[src/rvPipe_consts.svh]
// codes must fit the ctrlWord_t field widths; memory depth is 2**DMEM_ADDR_BITS words
`ifndef RVPIPE_CONSTS_SVH
`define RVPIPE_CONSTS_SVH

// instruction classes
`define TYPE_LOAD   4'd0
`define TYPE_IMM    4'd1
`define TYPE_STORE  4'd2
`define TYPE_REG    4'd3
`define TYPE_LUI    4'd4
`define TYPE_AUIPC  4'd5
// empty pipeline slot
`define TYPE_BUBBLE 4'd9

// funct3 access widths for loads and stores
`define FUN3_BYTE   3'b000
`define FUN3_HALF   3'b001
`define FUN3_WORD   3'b010
`define FUN3_BYTEU  3'b100
`define FUN3_HALFU  3'b101

`define RF_REGS        32
`define DMEM_WORDS     128
`define DMEM_ADDR_BITS 7

`endif

[src/rvPipePkg.sv]
// shared types only; ctrlWord_t is 23 bits with instType in the low bits
package rvPipePkg;

    // data and address word
    typedef logic [31:0] word_t;

    // register index
    typedef logic [4:0] regAddr_t;

    // instruction class, see TYPE_* codes
    typedef logic [3:0] instType_t;

    typedef logic [2:0] fun3_t;

    // function unit select, {funct3, funct7 bit 30}
    typedef logic [3:0] funSel_t;

    // control word carried down the pipeline
    // fields unused by a class are zero, so rs1/rs2 are safe to compare
    typedef struct packed {
        regAddr_t  rs2;
        regAddr_t  rs1;
        regAddr_t  rd;
        logic      fun7;
        fun3_t     fun3;
        instType_t instType;
    } ctrlWord_t;

endpackage

[src/functionUnit.sv]
// purely combinational, no flags; shifts use operandB[4:0] and undefined selects add
`timescale 1ns/1ps

module functionUnit (
    input  rvPipePkg::word_t   operandA,
    input  rvPipePkg::word_t   operandB,
    input  rvPipePkg::funSel_t funSel,
    output rvPipePkg::word_t   result
);

    logic [4:0] shamt;

    assign shamt = operandB[4:0];

    // funSel is {funct3, funct7 bit 30}
    always_comb begin
        case (funSel)
            4'b0000: result = operandA + operandB;
            4'b0001: result = operandA - operandB;
            4'b0010: result = operandA << shamt;
            // signed compare
            4'b0100: result = {31'b0, $signed(operandA) < $signed(operandB)};
            4'b0110: result = {31'b0, operandA < operandB};
            4'b1000: result = operandA ^ operandB;
            4'b1010: result = operandA >> shamt;
            // arithmetic shift keeps the sign
            4'b1011: result = $signed(operandA) >>> shamt;
            4'b1100: result = operandA | operandB;
            4'b1110: result = operandA & operandB;
            default: result = operandA + operandB;
        endcase
    end

endmodule

[config.mk]
export PLATFORM = sky130hd
export DESIGN_NAME = functionUnit
export DESIGN_NICKNAME = d
export VERILOG_FILES = /design/src/rvPipe_consts.svh /design/src/rvPipePkg.sv /design/src/functionUnit.sv
export SDC_FILE = /design/constraint.sdc
export NUM_CORES = 1
export LEC_CHECK = 0
export ABC_AREA = 1
export BUFFER_PORTS_ARGS = -buffer_cell sky130_fd_sc_hd__buf_4
export CORE_MARGIN = 2
export CORE_UTILIZATION = 58
export DETAILED_ROUTE_END_ITERATION = 7
export GPL_TIMING_DRIVEN = 1
export PLACE_DENSITY = 0.93
export SETUP_SLACK_MARGIN = 0.15
export SYNTH_ARGS = -nofsm -noshare
export SYNTH_HDL_FRONTEND = slang
export SYNTH_SLANG_ARGS = --single-unit
[constraint.sdc]
create_clock -name vclk -period 2.1
set_clock_uncertainty 0.1 [all_clocks]
set_input_delay 0.105 -clock vclk [all_inputs]
set_output_delay 0.105 -clock vclk [all_outputs]
set_load 0.005 [all_outputs]
==> impl_metrics.tcl, run 1 <==
set metrics [dict create \
    grtUsageTotal 0.878 \
    syn_area_per_cell_sq_um 4.92 \
    ioPinCount 100 \
    hpwl_um 41800 \
    stop_stage "5_1_grt" \
    grt_overflow 262 \
    syn-num-nets 2142 \
    status "stopped before the end" \
    yosys_warnings 0 \
    dpl.cell_count 2489 \
    gp_congestion 1.30 \
    initial_core_util 0.591 \
    die_y_um 133 \
    dp_slack_ns -0.668 \
    syn_inst 1975 \
    ys_types 49 \
    hold_buffers 0 \
    yosysSeqAreaShare 0 \
    grt_first_pass_wirelength_um 123000 \
    netlist_area_sq_mm 0.00973 \
    portBuffers 100 \
    firstError "[ERROR GRT-0116] Global routing finished with congestion. Check the congestion regions in the DRC Viewer." \
    grt_pass1_vias 20900 \
    row_count 47 \
    grt_start_max_net_pins 66 \
    die_w_um 133 \
]
-- what timing repair did --
item,CTS
cloned,2
buffers inserted,14
pin swaps,75
resized for setup,349
endpoints found under the hold margin,0
endpoints found under the setup margin,32
-- stage by stage --
step / TNS [ns] / utilization / cell area [sq um]
floorplan: 0 / - / 9860
global placement: -2.40 / 0.764 / 12600
detailed placement: -4.84 / 0.764 / 12600
CTS: -0.109 / 0.846 / 13900
-- Yosys cell counts, types with 14 or more instances --
cell type | count | area share
nand2_1 | 624 | 0.24
nand3_1 | 362 | 0.19
inv_1 | 241 | 0.093
nor2_1 | 156 | 0.060
a21oi_1 | 107 | 0.055
ha_1 | 97 | 0.12
o21ai_0 | 76 | 0.039
buf_2 | 58 | 0.030
nand4_1 | 39 | 0.025
o211ai_1 | 26 | 0.020
nor3_1 | 17 | 0.0087
o22ai_1 | 16 | 0.010
o21ai_1 | 15 | 0.0077
inv_2 | 14 | 0.0054
-- kinds of logic after synthesis --
| kind of cell | Yosys count | synth area share |
|---|---|---|
| buffers and inverters | 347 | 0.145 |
| and+or+nand+nor | 1246 | 0.558 |
| AOI/OAI and AO/OA | 273 | 0.159 |
| xor gates and xnor gates | 10 | 0.00901 |
| adders and majority gates | 99 | 0.129 |
-- layer usage --
metal | GRT overflow | track usage
met3 | 12 | 0.797
met1 | 17 | 0.861
met5 | 1 | 0.542
met4 | 79 | 0.885
met2 | 153 | 0.992
==> run 2, diff against run 1 <==
Settings changed: CORE_UTILIZATION 58 to 40, PLACE_DENSITY 0.93 to default, PLACE_DENSITY_LB_ADDON from default to 0.15, SETUP_SLACK_MARGIN 0.15 to default.
Clock period 2.1 ns to 2.7 ns, I/O delays scaled along.
==> impl_metrics.tcl, run 2 <==
set metrics [dict create \
    p_total_mw 2.44 \
    die_area_sq_mm 0.0256 \
    synth_common_cells "624 x nand2_1, 362 x nand3_1, 241 x inv_1, 156 x nor2_1, 107 x a21oi_1" \
    slew_headroom 0.474 \
    hold_buffers 0 \
    netlist_area_sq_mm 0.00973 \
    drv_cap 0 \
    yosys_warnings 0 \
    ir_worst_vdd_mv 0.0904 \
    vias 14200 \
    synth_compound_area_frac 0.159 \
    drt_iter0_markers 1792 \
    syn-num-nets 2142 \
    ioPinCount 100 \
    cp_slowest_cell "fa_1" \
    powerDensity_mw_per_mm2 218 \
    power_leakage_nw 6.10 \
    cp_max_fo 5 \
    hpwl_um 45300 \
    worstMarginPinSlew_ns 0.781 \
    hold_path.class "input pin to output pin" \
    portBuffers 100 \
    start_kind "input pin" \
    synthAdderAreaFrac 0.129 \
    final_common_cell "nand2_1" \
    num-fill-cells 2896 \
    end_kind "output pin" \
    regArea_sq_um 0 \
    diodes 0 \
    final_max_slew_viol_count 0 \
    grtUsageTotal 0.404 \
    rsz0062_at_grt "false" \
    setup_viol 0 \
    grt_overflow 0 \
    met2_length_um 23300 \
    fmax_mhz 384 \
    die_y_um 160 \
    synth_xor_area_frac 0.00901 \
    crit_type "input pin to output pin" \
    required_ns 2.47 \
    ant_nets 0 \
    status "complete, no violations" \
    synth_area_leaders "nand2_1 24%, nand3_1 19%, ha_1 12%" \
    period_share 0.963 \
    synth_top_family_by_area "simple AND/OR/NAND/NOR gates" \
    hold_viol 0 \
    cts_resized 0 \
    gp_congestion 1.04 \
    route.detailed.drc 0 \
    grt_pass1_vias 13000 \
    nClkBuffers 0 \
    initial_core_util 0.403 \
    antenna_found_initial 0 \
    die_w_um 160 \
    synth_most_common_cell "nand2_1" \
    grt_first_pass_wirelength_um 78700 \
    seq_cells 0 \
    synth_top_area_frac 0.241 \
    wl_per_cell_um 22.4 \
    ys_types 49 \
    area_growth_pct 14.9 \
    yosysSeqAreaShare 0 \
    yosys.area_share.simple 0.558 \
    muxShareOfSynthArea 0 \
    routed.top_layer "met4" \
    final_cell_mix "624 x nand2_1, 362 x nand3_1, 239 x inv_1, 178 x buf_4, 153 x nor2_1" \
    core_sq_mm 0.0241 \
    cp_data_arrival_time_ns 2.37 \
    wl_met1_um 22700 \
    crit_chain "buf_4 > inv_1 > ha_1 > inv_1 > fa_1 > nand2_1 > nand3_1 > nand3_1 > nand2_1 > o21ai_0 > a21oi_1 > nor2_1 > nand4_1 > buf_4" \
    synth_top_area_cell "nand2_1" \
    nets 2238 \
    drive_gt1_frac 0.114 \
    fin_setup_tns_ns 0 \
    multiInputGateArea_sq_mm 0.00838 \
    grt_start_max_net_pins 66 \
    wirelength_um 53600 \
    cts_setup_buffers 0 \
    viasPerCell 5.93 \
    cpPeakStageDelay_ns 0.41 \
    min_period_ns 2.60 \
    met3WireLength_um 4970 \
    syn_inst 1975 \
    syn_area_per_cell_sq_um 4.92 \
    row_count 57 \
    drtPass1Iterations 5 \
]
run 2: kinds of logic (layout without fill, tap and decap cells):
logic type,count (synthesis),in the layout
AOI/OAI and AO/OA,273,273
xor gates and xnor gates,10,10
adders and majority gates,99,99
buffers and inverters,347,441
and+or+nand+nor,1246,1246
run 2: power by group:
group | switching [mW] | internal, mW
sequential | 0 | 0
clock | 0 | 0
combinational | 1.61 | 0.828
run 2: layout make-up:
type / count / area share
inverters: 259 / 0.0870
well taps: 324 / 0.0363
multi-input cells: 1628 / 0.750
repair buffers: 182 / 0.127
run 2: critical path: cells and delay by family:
| family | cells | cell delay [ns] |
|---|---|---|
| AND/OR/NAND/NOR | 6 | 0.88 |
| AO/OA/AOI/OAI | 2 | 0.24 |
| buffers and inverters | 4 | 0.54 |
| adder cells (fa/ha/maj) | 2 | 0.57 |
run 2: stage by stage:
step	setup WS [ns]	util	instances	hold slack [ns]	area, sq um
finish	0.0990	0.463	2393	0.597	11200
global route	0.00149	0.463	2393	0.625	11200
CTS	0.0164	0.461	2393	0.598	11100
detailed placement	0.0293	0.461	2393	0.593	11100
global placement	0.0193	0.461	2393	0.596	11100
floorplan	0.305	-	1975	0.327	9730
run 2: path summary, 6_finish.rpt:
path              depth (start not counted)        start  slack (ns)         to
hold / removal                            5    funSel[0]        0.60  result[0]
setup / recovery                         14  operandA[0]         0.1  result[6]
run 2: layer usage:
| metal | global-route usage | up-vias |
|---|---|---|
| met5 | 0 | - |
| met2 | 0.649 | 782 |
| met4 | 0.163 | 0 |
| met3 | 0.0351 | 132 |
| li1 | - | 6670 |
| met1 | 0.556 | 6609 |
(Power assumes the default switching activity.)
