<file path="src/rvPipe_consts.svh">
// codes must fit the ctrlWord_t field widths; memory depth is 2**DMEM_ADDR_BITS words
`ifndef RVPIPE_CONSTS_SVH
`define RVPIPE_CONSTS_SVH

// instruction classes
`define TYPE_LOAD   4'd0
`define TYPE_IMM    4'd1
`define TYPE_STORE  4'd2
`define TYPE_REG    4'd3
`define TYPE_LUI    4'd4
`define TYPE_AUIPC  4'd5
// empty pipeline slot
`define TYPE_BUBBLE 4'd9

// funct3 access widths for loads and stores
`define FUN3_BYTE   3'b000
`define FUN3_HALF   3'b001
`define FUN3_WORD   3'b010
`define FUN3_BYTEU  3'b100
`define FUN3_HALFU  3'b101

`define RF_REGS        32
`define DMEM_WORDS     128
`define DMEM_ADDR_BITS 7

`endif

</file>
<file path="src/rvPipePkg.sv">
// shared types only; ctrlWord_t is 23 bits with instType in the low bits
package rvPipePkg;

    // data and address word
    typedef logic [31:0] word_t;

    // register index
    typedef logic [4:0] regAddr_t;

    // instruction class, see TYPE_* codes
    typedef logic [3:0] instType_t;

    typedef logic [2:0] fun3_t;

    // function unit select, {funct3, funct7 bit 30}
    typedef logic [3:0] funSel_t;

    // control word carried down the pipeline
    // fields unused by a class are zero, so rs1/rs2 are safe to compare
    typedef struct packed {
        regAddr_t  rs2;
        regAddr_t  rs1;
        regAddr_t  rd;
        logic      fun7;
        fun3_t     fun3;
        instType_t instType;
    } ctrlWord_t;

endpackage

</file>
<file path="src/instDecode.sv">
// RV32I ALU, load/store, lui and auipc only; other opcodes and instrValid low become bubbles
`timescale 1ns/1ps
`include "rvPipe_consts.svh"

module instDecode (
    input  logic                 clk,
    input  logic                 rst,
    input  logic                 instrValid,
    input  rvPipePkg::word_t     instr,
    output rvPipePkg::ctrlWord_t cwordId,
    output rvPipePkg::ctrlWord_t cwordEx,
    output rvPipePkg::ctrlWord_t cwordMem,
    output rvPipePkg::ctrlWord_t cwordWb,
    output rvPipePkg::word_t     immEx,
    output rvPipePkg::word_t     immMem,
    output rvPipePkg::word_t     pcEx
);

    localparam logic [6:0] opLoad  = 7'b0000011;
    localparam logic [6:0] opImm   = 7'b0010011;
    localparam logic [6:0] opStore = 7'b0100011;
    localparam logic [6:0] opReg   = 7'b0110011;
    localparam logic [6:0] opLui   = 7'b0110111;
    localparam logic [6:0] opAuipc = 7'b0010111;

    localparam rvPipePkg::ctrlWord_t bubbleWord = '{
        rs2: '0, rs1: '0, rd: '0, fun7: 1'b0, fun3: '0, instType: `TYPE_BUBBLE
    };

    rvPipePkg::word_t immI;
    rvPipePkg::word_t immS;
    rvPipePkg::word_t immU;
    rvPipePkg::word_t immId;
    rvPipePkg::word_t pc;

    assign immI = {{20{instr[31]}}, instr[31:20]};
    assign immS = {{20{instr[31]}}, instr[31:25], instr[11:7]};
    assign immU = {instr[31:12], 12'b0};

    always_comb begin
        cwordId = bubbleWord;
        immId = '0;
        if (instrValid) begin
            cwordId.fun3 = instr[14:12];
            cwordId.rd = instr[11:7];
            cwordId.rs1 = instr[19:15];
            case (instr[6:0])
                opLoad: begin
                    cwordId.instType = `TYPE_LOAD;
                    immId = immI;
                end
                opImm: begin
                    cwordId.instType = `TYPE_IMM;
                    // only slli/srli/srai carry a real funct7 bit
                    cwordId.fun7 = (instr[13:12] == 2'b01) ? instr[30] : 1'b0;
                    immId = immI;
                end
                opStore: begin
                    cwordId.instType = `TYPE_STORE;
                    cwordId.rd = '0;
                    cwordId.rs2 = instr[24:20];
                    immId = immS;
                end
                opReg: begin
                    cwordId.instType = `TYPE_REG;
                    cwordId.fun7 = instr[30];
                    cwordId.rs2 = instr[24:20];
                end
                opLui, opAuipc: begin
                    cwordId.instType = (instr[5]) ? `TYPE_LUI : `TYPE_AUIPC;
                    cwordId.fun3 = '0;
                    cwordId.rs1 = '0;
                    immId = immU;
                end
                default: cwordId = bubbleWord;
            endcase
        end
    end

    // control state, flushed to bubbles on reset
    always_ff @(posedge clk) begin
        if (rst) begin
            cwordEx <= bubbleWord;
            cwordMem <= bubbleWord;
            cwordWb <= bubbleWord;
            pc <= '0;
        end else begin
            cwordEx <= cwordId;
            cwordMem <= cwordEx;
            cwordWb <= cwordMem;
            if (instrValid) begin
                pc <= pc + 32'd4;
            end
        end
    end

    // immediate and pc follow their instruction
    always_ff @(posedge clk) begin
        immEx <= immId;
        immMem <= immEx;
        pcEx <= pc;
    end

    assert property (@(posedge clk) disable iff (rst)
        !$isunknown(cwordEx.instType) && (cwordEx.instType inside {`TYPE_LOAD, `TYPE_IMM,
            `TYPE_STORE, `TYPE_REG, `TYPE_LUI, `TYPE_AUIPC, `TYPE_BUBBLE}))
        else $error("unknown instruction type in EX");

endmodule

</file>
<file path="config.mk">
export PLATFORM = sky130hd
export DESIGN_NAME = instDecode
export DESIGN_NICKNAME = d
export VERILOG_FILES = /design/src/rvPipePkg.sv /design/src/instDecode.sv
export VERILOG_INCLUDE_DIRS = /design/src /design/src/src
export SDC_FILE = /design/constraint.sdc
export NUM_CORES = 1
export LEC_CHECK = 0
export BUFFER_PORTS_ARGS = -buffer_cell sky130_fd_sc_hd__buf_4
export CAP_MARGIN = 25
export CORE_MARGIN = 4
export CORE_UTILIZATION = 40
export DETAILED_ROUTE_END_ITERATION = 6
export PLACE_DENSITY_LB_ADDON = 0.2
export SETUP_SLACK_MARGIN = 0.1
export SLEW_MARGIN = 40
export SYNTH_ARGS = -nofsm -noshare
export SYNTH_HDL_FRONTEND = slang
export SYNTH_SLANG_ARGS = --single-unit
export TNS_END_PERCENT = 10
</file>
<file path="constraint.sdc">
create_clock -name clk -period 2.4 [get_ports clk]
set_input_delay 0.12 -clock clk [delete_from_list [all_inputs] [get_ports clk]]
set_output_delay 0.12 -clock clk [all_outputs]
set_load 0.01 [all_outputs]
</file>
# After elaboration in Yosys (flattened, before gate mapping)
# Cells that the tools add are included.
[word_totals] word_cells=45 output_inout_bits=188 ff_bits=197 input_bits=35
[op_classes] n_mux=10 n_eq_ne=7 reduce_logical=5 n_addsub=1
[op_table] op="32-bit case mux with 3 select lines" n=1
[op_table] op="32-bit by 3-bit adder with 32-bit output, second input constant" n=1
[op_table] op="23-bit 2-to-1 mux" n=1
[op_table] op="7-bit by 6-bit equality test with 1-bit output, second input constant" n=3
[op_table] op="4-bit case mux with 5 select lines" n=1
[op_table] op="5-bit 2-to-1 mux" n=3
[op_table] op="7-bit by 5-bit equality test with 1-bit output, second input constant" n=2
[op_table] op="7-bit by 2-bit equality test with 1-bit output, second input constant" n=1
[op_table] op="2-bit OR reduction" n=3
[op_table] op="5-bit OR reduction" n=1
[op_table] op="4-bit OR reduction" n=1
[op_table] op="3-bit 2-to-1 mux" n=1
[op_table] op="2-bit by 1-bit equality test with 1-bit output, second input constant" n=1
[op_table] op="1-bit 2-to-1 mux" n=2
[op_table] op="1-bit case mux with 2 select lines" n=1

# Logic depth before layout (Yosys ltp)
[depth] ltp_word=4 depth_mapped=8 mapped_depth_nobuf=5

# Least setup slack after synthesis
# Ideal clock, no wire load.
[synth_timing] path_kind="register to register" from="register pc[2]" to="register pc[22]" required_ns=2.330 arrival_time_ns=1.618 synth_period_minus_slack_ns=1.689 setup_slack_ns=0.711 stages_incl_launch_ff=7 path_buffers=1 setup_ns=0.070 path_cell_list="dfxtp_1 > ha_1 > and4_1 > buf_2 > nand3_1 > or4_1 > a21oi_1"
[synth_between] elab_chain_cells=1
[synth_lines] item="from (decl)" line_no="instDecode.sv:34" rtl="rvPipePkg::word_t pc;"
[synth_lines] item="from (signal assigned)" line_no="instDecode.sv:92" rtl="pc <= pc + 32'd4;"
[synth_lines] item="32-bit by 3-bit adder with 32-bit output" line_no="instDecode.sv:92"
# Every way passes these cells.
# A chain may end at the register's enable or synchronous reset.

==> run summary <==
### Layout
- 963 — post-route insts no fill
- 0 — ant diodes
- 808 — fin nets
- 1193 — count of fill cells added during filler insertion
- 33.08% — share of post-route cells with drive strength above 1
- 45.71% — layout overhead on the synthesized area
- 0.008396 mm^2 — Layout Cell Area excl Fill

### Clocking
- sky130_fd_sc_hd__clkbuf_16 — clock root buffer master
- 2 — buffer depth of the longest clock path
- 70 ps — clock input transition at the sequential cells of the worst setup and hold paths
- 17 — clock buffer count from CTS
- 0 — setup fix buffers added after clock tree synthesis
- 4 — H-tree depth reported by CTS
- 193 — TritonCTS sink count
- yes — CTS tree
- 420 ps — clock latency at the later pin of the worst-skew pair

### Placed design
- 0.007547 mm^2 — cell area after placement
- 11700 um — DP HPWL
- 220 — IO buf count
- 906 — Cells after DPL
- 0.8088 — final weighted congestion of routability-driven global placement

### Drt
- 4.653 — via density per instance
- 0 — remaining antenna violation count
- 333 — violation count after the first detailed-route iteration
- 0 — count of unresolved DRC violations after routing
- 4 — count of TritonRoute iterations in the first routing pass
- 4481 — total number of vias
- 16.07 um — average wire per standard cell
- 15480 um — Post-Route WL

### Flow run
- 0 — Max Cap Violations

### Outcome
- complete, no violations — result of the run

### Synthesis
- 10.91 um^2 — average footprint of a synthesized cell
- 37 — number of different library cells in the post-synthesis netlist
- 67.06% — fraction of post-synthesis cell area in the top cell type by area
- 0 — number of warnings issued by yosys
- 528 — number of cells produced by synthesis
- sky130_fd_sc_hd__dfxtp_1 — flip-flop cell with the highest count after synthesis
- 0.005762 mm^2 — post-synth design cell area
- sky130_fd_sc_hd__dfxtp_1 — most common cell in the synthesized netlist
- 0% — Post-synth ARST share
- 193 x sky130_fd_sc_hd__dfxtp_1, 49 x sky130_fd_sc_hd__nor2b_1, 44 x sky130_fd_sc_hd__a21oi_1, 36 x sky130_fd_sc_hd__nand2_1, 31 x sky130_fd_sc_hd__and2_1 — ranking of synthesized cells by instance count
- sky130_fd_sc_hd__dfxtp_1 67%, sky130_fd_sc_hd__nor2b_1 5.3%, sky130_fd_sc_hd__a21oi_1 3.8% — cell types with the largest area share after synthesis
- 67.06% — share of synthesized area occupied by flip-flops and latches
- 193 — flip-flop and latch count after synthesis
- 0 — Post-synth EDFFs
- sky130_fd_sc_hd__dfxtp_1 — most area-hungry cell type in the Yosys netlist

### STA
- 0 — final-report max-slew violation count
- no — RSZ-0062 raised after global routing
- 83.93% — final cycle utilization of the critical path
- 0 ps — sum of negative setup slack
- 0 — Setup Viol. Count Final
- 2014 ps — Min Clock Period, post-route
- 496.5 MHz — maximum clock frequency
- 60.61% — worst slew margin relative to its limit
- 0 — number of hold violations in the final report
- 9.263 ps — Clock Skews
- 589.4 ps — Slew @ Worst Pin

### Min path
- input pin to register — Min-Delay Path Class
- instr[5] — startpoint of the worst hold path

### Worst setup path
- sky130_fd_sc_hd__dlygate4sd3_1 — cell with the biggest individual delay on the critical path
- 510 ps — reg-to-reg slack, setup
- 2280 ps — data required time of the critical path
- dlygate4sd3_1, buf_4, nor2b_1, nor3_1, o21ai_1, nor2_1, buf_4 — critical-path cell list
- pc[21] — end of the worst register-to-register path
- 4 — depth of the worst register-to-register path
- 3 — worst path bufs/invs
- 7 — largest fanout on the critical path
- 1890 ps — signal arrival time at the worst endpoint
- buffers and inverters — cell family contributing the most delay on the critical path
- sky130_fd_sc_hd__buf_4 — most used cell, CP
- instr[4] — Setup crit start
- 7 — Crit. path cell count
- 540 ps — Max stage delay on crit path
- cwordId[10] — end of the critical path
- output pin — type of element capturing the critical path
- pc[7] — critical register-to-register path startpoint
- input pin — startpoint type of the worst setup path
- input pin to output pin — kind of critical path

### Floorplan
- 0.01399 mm^2 — area of the core
- 41.19% — Initial Utilization
- 128.0 um — height of the chip
- 43 — number of core rows
- 0.01639 mm^2 — overall die area
- 223 — number of ports placed on the die boundary
- 128.0 um — Die X

### Power
- 3.714 nW — leakage
- 732.3 mW/mm^2 — Power per Cell Area
- 670.6 uV — worst ir drop on vdd
- 6.148 mW — power consumption

### Global routing
- 23970 um — first-pass GRT wire length
- 42 — pin count of the biggest net entering global routing
- 0 — antenna violations before repair
- 18.92% — total track usage
- 4409 — number of global-route vias before repair
- 0 — overflow left after global routing

registers in the layout (all words and copies together), names as in the netlist:
signal and flops:
cwordMem 23, pcEx 30, cwordWb 23, cwordEx 23, immMem 32, pc 30
immEx 32
layout make-up:
type                    instances  area, um^2  share of cell area [%]
flip-flops and latches        193        3864                   46.02
clock inverters                 9       107.6                   1.282
repair buffers                251        1952                   23.25
inverters                      10       37.54                  0.4471
well taps                     180       225.2                   2.683
clock buffers                  21       470.5                   5.604
multi-input cells             299        1739                   20.72
routing by layer:
metal | global-route usage (%) | vias to the layer above | part of all wire, %
met5 | 0 | - | 0
met4 | 6.804 | 0 | 2.2
met3 | 7.000 | 27 | 8.4
met2 | 31.33 | 172 | 49
met1 | 22.56 | 2043 | 41
li1 | - | 2239 | -
cell usage in the layout (no fill, tap or decap), drive strengths merged, types with 4 or more instances in the layout:
cell         synthesis  final
or4                 13     13
dlygate4sd3          0     27
and2                32     32
clkbuf              20     21
or3                  5      5
nor3                 5      5
buf                  7    224
nand3               11     11
dfxtp              193    193
nor2b               49     49
and4                 5      5
nand2               36     36
nor2                26     26
nand4                8      8
clkinv               0      4
o31ai               13     13
inv                 10     11
xor2                10     10
a21oi               44     44
or2                  4      4
o21ai               10     10
and3                15     15
metrics by stage:
stage / util (%) / setup WS (ps) / hold WS (ps)
finish: 60.02 / 385.7 / 74.42
global route: 60.02 / 280.2 / 69.57
CTS: 60.02 / 195.0 / 52.42
detailed placement: 53.95 / 518.3 / 335.7
global placement: 53.95 / 564.8 / 331.9
floorplan: - / 711.4 / 198.5
worst min path at each step:
| stage | slack [ps] | end | cells after the start |
|---|---|---|---|
| finish | 70 | cwordEx[19] | 2 |
| global route | 70 | cwordEx[19] | 2 |
| CTS | 50 | cwordEx[19] | 2 |
| detailed placement | 340 | immMem[17] | 0 |
| global placement | 330 | immEx[7] | 2 |
| floorplan | 200 | cwordEx[5] | 1 |
kinds of logic (layout without fill, tap and decap cells):
family | Yosys count | count (layout) | synth area share, %
buffers and inverters | 37 | 291 | 2.823
AND/OR/NAND/NOR | 214 | 214 | 21.22
AO/OA/AOI/OAI | 70 | 70 | 6.775
flip-flops | 193 | 193 | 67.06
XOR/XNOR | 11 | 11 | 1.672
other | 1 | 2 | 0.06508
adder cells (fa/ha/maj) | 1 | 1 | 0.2171
multiplexers | 1 | 1 | 0.1737
what timing repair did:
item,CTS,global route
gates resized for setup,0,1
hold endpoints to repair,47,0
hold buffers,27,0
endpoints found under the setup margin,0,3
report_power, final:
group	total (mW)	internal (mW)	switching, mW
combinational	0.199	0.0981	0.101
sequential	3.22	3.21	0.00831
clock	2.73	1.61	1.12
total	6.15	4.92	1.23
Power figures use the tool's default switching activity.
