File: config.mk
export PLATFORM = sky130hd
export DESIGN_NAME = datapath
export DESIGN_NICKNAME = d
export VERILOG_FILES = /design/src/rvPipePkg.sv /design/src/datapath.sv
export VERILOG_INCLUDE_DIRS = /design/src /design/src/src
export SDC_FILE = /design/constraint.sdc
export NUM_CORES = 1
export LEC_CHECK = 0
export BUFFER_PORTS_ARGS = -buffer_cell sky130_fd_sc_hd__buf_4
export CORE_AREA = 2 2 198 200
export CTS_CLUSTER_DIAMETER = 50
export DETAILED_ROUTE_END_ITERATION = 8
export DIE_AREA = 0 0 200 202
export GPL_TIMING_DRIVEN = 0
export PLACE_DENSITY = 0.42
export SYNTH_ARGS = -nofsm -noshare
export SYNTH_HDL_FRONTEND = slang
export SYNTH_SLANG_ARGS = --single-unit
File: constraint.sdc
create_clock -name clk -period 2.3 [get_ports clk]
set_input_delay 0 -clock clk [delete_from_list [all_inputs] [get_ports clk]]
set_output_delay 0 -clock clk [all_outputs]
set_load 0.01 [all_outputs]
File: src/rvPipe_consts.svh
// codes must fit the ctrlWord_t field widths; memory depth is 2**DMEM_ADDR_BITS words
`ifndef RVPIPE_CONSTS_SVH
`define RVPIPE_CONSTS_SVH

// instruction classes
`define TYPE_LOAD   4'd0
`define TYPE_IMM    4'd1
`define TYPE_STORE  4'd2
`define TYPE_REG    4'd3
`define TYPE_LUI    4'd4
`define TYPE_AUIPC  4'd5
// empty pipeline slot
`define TYPE_BUBBLE 4'd9

// funct3 access widths for loads and stores
`define FUN3_BYTE   3'b000
`define FUN3_HALF   3'b001
`define FUN3_WORD   3'b010
`define FUN3_BYTEU  3'b100
`define FUN3_HALFU  3'b101

`define RF_REGS        32
`define DMEM_WORDS     128
`define DMEM_ADDR_BITS 7

`endif

File: src/rvPipePkg.sv
// shared types only; ctrlWord_t is 23 bits with instType in the low bits
package rvPipePkg;

    // data and address word
    typedef logic [31:0] word_t;

    // register index
    typedef logic [4:0] regAddr_t;

    // instruction class, see TYPE_* codes
    typedef logic [3:0] instType_t;

    typedef logic [2:0] fun3_t;

    // function unit select, {funct3, funct7 bit 30}
    typedef logic [3:0] funSel_t;

    // control word carried down the pipeline
    // fields unused by a class are zero, so rs1/rs2 are safe to compare
    typedef struct packed {
        regAddr_t  rs2;
        regAddr_t  rs1;
        regAddr_t  rd;
        logic      fun7;
        fun3_t     fun3;
        instType_t instType;
    } ctrlWord_t;

endpackage

File: src/datapath.sv
// no load-use stall, so the next slot must not read a load's rd; stores out of range are dropped
`timescale 1ns/1ps
`include "rvPipe_consts.svh"

module datapath (
    input  logic                        clk,
    input  logic                        rst,
    input  rvPipePkg::ctrlWord_t        cwordId,
    input  rvPipePkg::ctrlWord_t        cwordEx,
    input  rvPipePkg::ctrlWord_t        cwordMem,
    input  rvPipePkg::ctrlWord_t        cwordWb,
    input  rvPipePkg::word_t            immEx,
    input  rvPipePkg::word_t            immMem,
    input  rvPipePkg::word_t            pcEx,
    output rvPipePkg::regAddr_t         rfRdAddr0,
    output rvPipePkg::regAddr_t         rfRdAddr1,
    output rvPipePkg::regAddr_t         rfWrAddr,
    input  rvPipePkg::word_t            rfRdData0,
    input  rvPipePkg::word_t            rfRdData1,
    output rvPipePkg::word_t            rfWrData,
    output logic                        rfWrEn,
    output logic [`DMEM_ADDR_BITS-1:0] memAddr,
    output rvPipePkg::word_t            memWrData,
    output logic                        memWrEn,
    output logic [2:0]                  memWrLanes,
    input  rvPipePkg::word_t            memRdData,
    output rvPipePkg::word_t            aluA,
    output rvPipePkg::word_t            aluB,
    output rvPipePkg::funSel_t          aluSel,
    input  rvPipePkg::word_t            aluResult,
    output logic                        wbValid,
    output rvPipePkg::regAddr_t         wbRd,
    output rvPipePkg::word_t            wbData
);

    // pipeline data registers
    rvPipePkg::word_t rs1Ex;
    rvPipePkg::word_t rs2Ex;
    rvPipePkg::word_t aluMem;
    rvPipePkg::word_t storeMem;
    rvPipePkg::word_t wbReg;

    rvPipePkg::word_t rs1Fwd;
    rvPipePkg::word_t rs2Fwd;
    rvPipePkg::word_t storeData;
    rvPipePkg::word_t loadData;
    rvPipePkg::word_t memResult;
    logic [15:0]      loadHalf;
    logic [7:0]       loadByte;
    logic [1:0]       byteOff;
    logic             inRange;
    logic             memFwdOk;
    logic             wbFwdOk;

    function automatic logic writesReg(input rvPipePkg::instType_t t);
        return t inside {`TYPE_LOAD, `TYPE_IMM, `TYPE_REG, `TYPE_LUI, `TYPE_AUIPC};
    endfunction

    // load data is not ready in MEM, hence no MEM forward for loads
    assign memFwdOk = writesReg(cwordMem.instType) && cwordMem.instType != `TYPE_LOAD
                      && cwordMem.rd != '0;
    assign wbFwdOk = writesReg(cwordWb.instType) && cwordWb.rd != '0;

    // MEM is younger than WB, so it wins
    always_comb begin
        if (memFwdOk && cwordMem.rd == cwordEx.rs1) begin
            rs1Fwd = aluMem;
        end else if (wbFwdOk && cwordWb.rd == cwordEx.rs1) begin
            rs1Fwd = wbReg;
        end else begin
            rs1Fwd = rs1Ex;
        end
        if (memFwdOk && cwordMem.rd == cwordEx.rs2) begin
            rs2Fwd = aluMem;
        end else if (wbFwdOk && cwordWb.rd == cwordEx.rs2) begin
            rs2Fwd = wbReg;
        end else begin
            rs2Fwd = rs2Ex;
        end
    end

    // operand and function select
    always_comb begin
        case (cwordEx.instType)
            `TYPE_AUIPC: aluA = pcEx;
            // lui passes the immediate through an add with zero
            `TYPE_LUI: aluA = '0;
            default: aluA = rs1Fwd;
        endcase
        aluB = (cwordEx.instType == `TYPE_REG) ? rs2Fwd : immEx;
        case (cwordEx.instType)
            `TYPE_REG, `TYPE_IMM: aluSel = {cwordEx.fun3, cwordEx.fun7};
            default: aluSel = 4'b0000;
        endcase
    end

    always_ff @(posedge clk) begin
        rs1Ex <= rfRdData0;
        rs2Ex <= rfRdData1;
        aluMem <= aluResult;
        storeMem <= rs2Fwd;
        wbReg <= memResult;
    end

    // memory stage
    assign byteOff = aluMem[1:0];
    assign inRange = aluMem[31:`DMEM_ADDR_BITS+2] == '0;
    assign memAddr = aluMem[`DMEM_ADDR_BITS+1:2];
    assign storeData = (wbFwdOk && cwordWb.rd == cwordMem.rs2) ? wbReg : storeMem;
    assign memWrData = storeData;
    assign memWrEn = cwordMem.instType == `TYPE_STORE && inRange;

    always_comb begin
        case (cwordMem.fun3)
            `FUN3_HALF: memWrLanes = {1'b0, byteOff[1], 1'b1};
            `FUN3_BYTE: memWrLanes = {1'b1, byteOff};
            default: memWrLanes = 3'b000;
        endcase
    end

    assign loadHalf = byteOff[1] ? memRdData[31:16] : memRdData[15:0];
    assign loadByte = memRdData[{byteOff, 3'b000} +: 8];

    always_comb begin
        case (cwordMem.fun3)
            `FUN3_BYTE: loadData = {{24{loadByte[7]}}, loadByte};
            `FUN3_BYTEU: loadData = {24'b0, loadByte};
            `FUN3_HALF: loadData = {{16{loadHalf[15]}}, loadHalf};
            `FUN3_HALFU: loadData = {16'b0, loadHalf};
            default: loadData = memRdData;
        endcase
        case (cwordMem.instType)
            `TYPE_LOAD: memResult = loadData;
            `TYPE_LUI: memResult = immMem;
            default: memResult = aluMem;
        endcase
    end

    // register file and trace
    assign rfRdAddr0 = cwordId.rs1;
    assign rfRdAddr1 = cwordId.rs2;
    assign rfWrAddr = cwordWb.rd;
    assign rfWrData = wbReg;
    assign rfWrEn = wbValid;
    assign wbValid = writesReg(cwordWb.instType);
    assign wbRd = cwordWb.rd;
    assign wbData = wbReg;

    // load-use hazard is not stalled, so it must never occur
    assert property (@(posedge clk) disable iff (rst)
        (cwordMem.instType == `TYPE_LOAD && cwordMem.rd != '0) |->
            (cwordEx.rs1 != cwordMem.rd && cwordEx.rs2 != cwordMem.rd))
        else $error("instruction after a load reads its destination");

    assert property (@(posedge clk) disable iff (rst)
        cwordMem.instType == `TYPE_STORE |-> inRange)
        else $error("store address beyond data memory");

endmodule

Yosys cells after proc, flatten, opt, wreduce, memory -nomap -nowiden
Cells that the tools add are included.
{"block": "word_totals", "regBits": 160}
{"block": "classes", "muxes": 12, "eq_ne": 21, "n_shift": 1, "reduce_logical": 19}
{"op": "2-to-1 mux 32 bit", "n": 6}
{"op": "one-hot mux 32 bit (2 select lines)", "n": 2}
{"op": "one-hot mux 32 bit (4 select lines)", "n": 1}
{"op": "variable part select 32 x 6 -> 8 bit", "n": 1}
{"op": "equality test 5 bit", "n": 5}
{"op": "equality test 4 x 3 -> 1 bit (second input constant)", "n": 6}
{"op": "zero test 23 bit", "n": 1}
{"op": "nonzero test 5 bit", "n": 4}
{"op": "equality test 4 x 2 -> 1 bit (second input constant)", "n": 4}
{"op": "2-to-1 mux 16 bit", "n": 1}
{"op": "equality test 4 x 1 -> 1 bit (second input constant)", "n": 3}
{"op": "logical AND 1 bit", "n": 9}
{"op": "zero test 4 bit", "n": 2}
{"op": "equality test 3 bit (second input constant)", "n": 2}
{"op": "one-hot mux 3 bit (2 select lines)", "n": 1}
{"op": "2-to-1 mux 4 bit", "n": 1}
{"op": "nonzero test 4 bit", "n": 1}
{"op": "equality test 3 x 1 -> 1 bit (second input constant)", "n": 1}
{"op": "zero test 3 bit", "n": 1}
{"op": "OR reduction 2 bit", "n": 1}

Depth between registers and ports, before layout
{"block": "depth", "word_depth": 7, "mapped_depth": 8}

Worst setup path before layout
Ideal clock, no wire load.
{"block": "synth_timing", "path_kind": "reg-to-reg", "start": "register aluMem[1]", "end": "register wbReg[16] (netlist: rfWrData[16])", "path_slack_ps": 529, "setup_ps": 122, "stages_incl_launch_ff": 8, "path_buffers": 1, "required_time_ps": 2178, "arrival_time_ps": 1649, "path_cell_list": "dfxtp_1 > mux2_2 > a22oi_1 > a21oi_1 > nor2_1 > nor2_2 > buf_2 > a221o_1"}
{"block": "synth_between", "elab_chain_len": 3, "elab_cells_between_ends": 4}
{"element": "from (decl)", "line": "datapath.sv:39", "source": "rvPipePkg::word_t aluMem;"}
{"element": "from (signal assigned)", "line": "datapath.sv:100", "source": "aluMem <= aluResult;"}
{"element": "variable part select 32 x 6 -> 8 bit or 2-to-1 mux 16 bit (tied branches)", "line": "datapath.sv:122, datapath.sv:121"}
{"element": "one-hot mux 32 bit (4 select lines) (*)", "line": "datapath.sv:125", "source": "case (cwordMem.fun3)"}
{"element": "one-hot mux 32 bit (2 select lines) (*)", "line": "datapath.sv:132", "source": "case (cwordMem.instType)"}
{"element": "net memResult[16]", "line": "datapath.sv:47", "source": "rvPipePkg::word_t memResult;"}
{"element": "to (signal assigned)", "line": "datapath.sv:102", "source": "wbReg <= memResult;"}
{"element": "to (decl)", "line": "datapath.sv:41", "source": "rvPipePkg::word_t wbReg;"}
The timed path passes the listed nets; every way through them passes the cells marked *.

Worst setup path after layout
{"block": "layout_timing", "start": "input port cwordMem[9] in the netlist's numbering", "end": "output port aluB[5]"}
{"block": "layout_between", "elab_chain_len": 5, "elab_cells_between_ends": 6}
{"element": "from (decl)", "line": "datapath.sv:10", "source": "input rvPipePkg::ctrlWord_t cwordMem,"}
{"element": "nonzero test 5 bit", "line": "datapath.sv:61", "source": "&& cwordMem.rd != '0;"}
{"element": "logical AND 1 bit", "line": "datapath.sv:60", "source": "assign memFwdOk = writesReg(cwordMem.instType) && cwordMem.instType != `TYPE_LOAD"}
{"element": "logical AND 1 bit (*)", "line": "datapath.sv:73", "source": "if (memFwdOk && cwordMem.rd == cwordEx.rs2) begin"}
{"element": "2-to-1 mux 32 bit (*)", "line": "datapath.sv:73"}
{"element": "2-to-1 mux 32 bit (*)", "line": "datapath.sv:90", "source": "aluB = (cwordEx.instType == `TYPE_REG) ? rs2Fwd : immEx;"}
{"element": "to (decl)", "line": "datapath.sv:28", "source": "output rvPipePkg::word_t aluB,"}
Mark *: on every way between the ends. The rest lies on a longest branch, timed or not.

==> metrics.yaml <==
status:
  outcome: "complete, no violations"
place:
  portBuffers: 463
  post-place-cells: 1834
  gp_congestion: 0.803
  postPlaceCellArea_sq_um: 12300
  dp_hpwl_mm: 35.2
  pre_cts_ws_ps: -109
floorplan:
  ioPinCount: 515
  coreArea_sq_um: 38300
  dieArea_sq_um: 40400
  rows: 72
  die_x_um: 200
  start_util_pct: 21.4
  die_h_um: 202
synthesis:
  synth_top_area_cell: "dfxtp_1"
  netlist_area_sq_um: 8210
  synth_top_area_share_pct: 39.0
  netlist_top_cells_count: "dfxtp_1 (160), nor2_1 (87), buf_4 (62)"
  synth-seq-area-share_pct: 39.0
  async_flop_share_pct: 0
  synth_nets: 1171
  synth_edf_count: 0
  yosysWarnings: 0
  syn_inst: 853
  synth_seq_cells: 160
  yosysMostFrequentCell: "dfxtp_1"
  yosys_most_used_dff: "dfxtp_1"
  avgSynthCellArea_sq_um: 9.62
  ys_top_cells_by_area: "dfxtp_1 (39%), a211oi_4 (6.1%), buf_4 (5.7%)"
  synth.distinct_cells: 53
power:
  switching_power_mw: 2.32
  p_seq_share_pct: 38.7
  p_clk_share_pct: 38.0
  intPower_mw: 5.78
  swShare_pct: 28.6
  p_per_area_nw_per_um2: 555
  ir_drop_mv: 0.507
  combPwrFrac_pct: 23.2
  p_leak_nw: 6.78
worst_setup_path:
  critPathRequiredTime_ps: 2300
  r2r_cells: 7
  start_kind: "input pin"
  crit_top_cell: "buf_4"
  path_class: "input pin to output port"
  worstPathMaxFanout: 10
  crit_path_max_incr_delay_ps: 510
  crit_arrival_ps: 2130
  r2r_start: "aluMem[1]"
  crit_chain: "buf_4 -> or4_1 -> nor2_1 -> nor3_2 -> nand4_1 -> buf_4 -> clkbuf_4 -> nor2_1 -> o31ai_1 -> buf_4"
  ff2ff_setup_slack_ps: 210
  critPathCaptureType: "output port"
  timing.rr.end: "rfWrData[27]"
  cp_slowest_cell: "or4_1"
detailed_routing:
  drt-initial-drc-count: 396
  finalWirelength_mm: 44.9
  firstDrtPassIters: 5
  drc: 0
  vias_per_cell: 4.40
  postRouteAntennaNets: 0
  avgRoutedWirePerCell_um: 22.1
  via_count: 8962
hold_path:
  min_from: "memRdData[15]"
  whs_endpoint: "rfWrData[15]"
  hold_path.class: "input pin to flop"
  hold_depth: 4
finish:
  fin_nets: 1819
  synthToLayoutAreaGrowth_pct: 78.0
  layout-drive-gt1-share_pct: 44.2
  finish.instance_area_sq_um: 14600
  final_cell_count_no_fill: 2035
  fin_util_pct: 38.2
sta:
  hold_viol: 0
  finalClockSkew_ps: 8.21
  rsz0062_at_grt: "false"
  slew_violations: 0
  fin_crit_ps: 2130
  slew_headroom_pct: 46.5
  setup_viol: 0
  worst_slack_ps: 170
  fmax_mhz: 469
  worst_pin_slew_ps: 796
  timing.final.crit_share_pct: 92.6
grt:
  grt_antenna_before_repair: 5
  grt_first_pass_wirelength_mm: 63.5
  grt_pass1_vias: 9521
  grt_use_total_pct: 22.0
  grt_overflow: 0
  grt_max_degree: 17
clocking:
  cts.sinks: 160
  path_clk_slew_ps: 70
  cts_root_buf: "clkbuf_16"
  cts_max_path_buffers: 2
  cts_tree: "yes"
  clk_latency_ps: 450
  cts-buffers-inserted: 17
  h-tree-depth: 4
job:
  maxCapViolCount: 0
[cells in the final DEF, fill, tap and decap left out, types with 6 or more instances in the layout]
cell | synthesis | routed
dlygate4sd3_1 | 0 | 160
nand3_1 | 20 | 20
inv_1 | 9 | 9
o21ai_1 | 25 | 25
clkbuf_16 | 0 | 17
and3_1 | 20 | 20
xor2_1 | 19 | 19
mux2i_1 | 36 | 36
a221o_1 | 18 | 18
nor2b_1 | 30 | 30
a21oi_1 | 9 | 9
nor3_1 | 12 | 12
o21ai_0 | 26 | 26
buf_4 | 62 | 531
clkbuf_1 | 29 | 28
o31ai_1 | 32 | 30
buf_6 | 7 | 7
a22oi_1 | 33 | 33
xnor2_1 | 6 | 6
dfxtp_1 | 160 | 159
nand2b_1 | 23 | 23
buf_2 | 11 | 10
a211oi_4 | 25 | 25
nand2_1 | 47 | 46
nor2_1 | 87 | 87
mux2_2 | 34 | 34
[power groups by stage]
stage / Sequential [mW] / Combinational, mW / Clock (mW)
floorplan: 3.13 / 0.701 / 0
global placement: 3.21 / 1.64 / 0
detailed placement: 3.21 / 1.65 / 0
CTS: 3.14 / 1.90 / 3.19
global route: 3.16 / 2.02 / 3.30
finish: 3.14 / 1.88 / 3.08
[flip-flops by register name (all words and copies together), names as in the netlist]
name      flops
rfWrData     32
aluMem       32
storeMem     32
rs1Ex        32
rs2Ex        32
[layout make-up]
class	count	area, sq um
inverter	9	33.8
sequential	160	3200
buffer	119	856
timing repair buffer	629	5120
tap	518	648
multi-input combinational	565	4140
clock buffer	17	425
clock inverter	15	181
fill	4014	23700
antenna	3	7.51
[repair_timing]
action | CTS | global route
endpoints found under the setup margin | 6 | 6
hold buffers | 160 | 0
pin swaps | 0 | 1
endpoints found under the hold margin | 128 | 0
setup buffers | 4 | 2
gates resized for setup | 2 | 8
[layer usage]
metal	GRT usage, %	vias up	share of wire (%)
met5	0	-	0.060
met1	26.1	4261	41
met3	7.09	48	8.1
met4	6.22	4	1.8
met2	37.9	369	49
li1	-	4280	-
[logic make-up (layout without fill, tap and decap cells)]
logic type	Yosys count	after routing	synth area share, %
and+or+nand+nor	269	269	16.3
AOI/OAI and AO/OA	196	196	20.8
DFF	160	160	39.0
buffers and inverters	128	789	10.7
muxes	75	75	10.4
xor gates and xnor gates	25	25	2.67
other	0	3	0
[worst max-delay path by stage]
stage,from,endpoint,slack [ps],cells past startpoint
3_3_place_gp,cwordWb[2],memWrData[3],-120,8
4_1_cts,cwordMem[9],aluB[21],10,9
6_report,cwordMem[9],aluB[5],170,10
2_1_floorplan,aluMem[1],rfWrData[16],530,7
3_5_place_dp,cwordEx[3],aluB[21],-110,7
5_1_grt,cwordWb[2],aluB[9],50,10
[critical path, delay by kind of cell]
kind / cells / cell delay, ps
simple gates: 5 / 970
compound gates: 1 / 410
buf+inv: 4 / 730
[through the flow]
stage               TNS, ps  power [mW]  hold WS [ps]
finish                    0        8.10          24.8
global route              0        8.48          21.6
CTS                       0        8.23         0.595
detailed placement     -120        4.86           106
global placement      -3030        4.85           104
floorplan                 0        3.83          27.7
No activity file was read; power rests on OpenSTA's default activity.
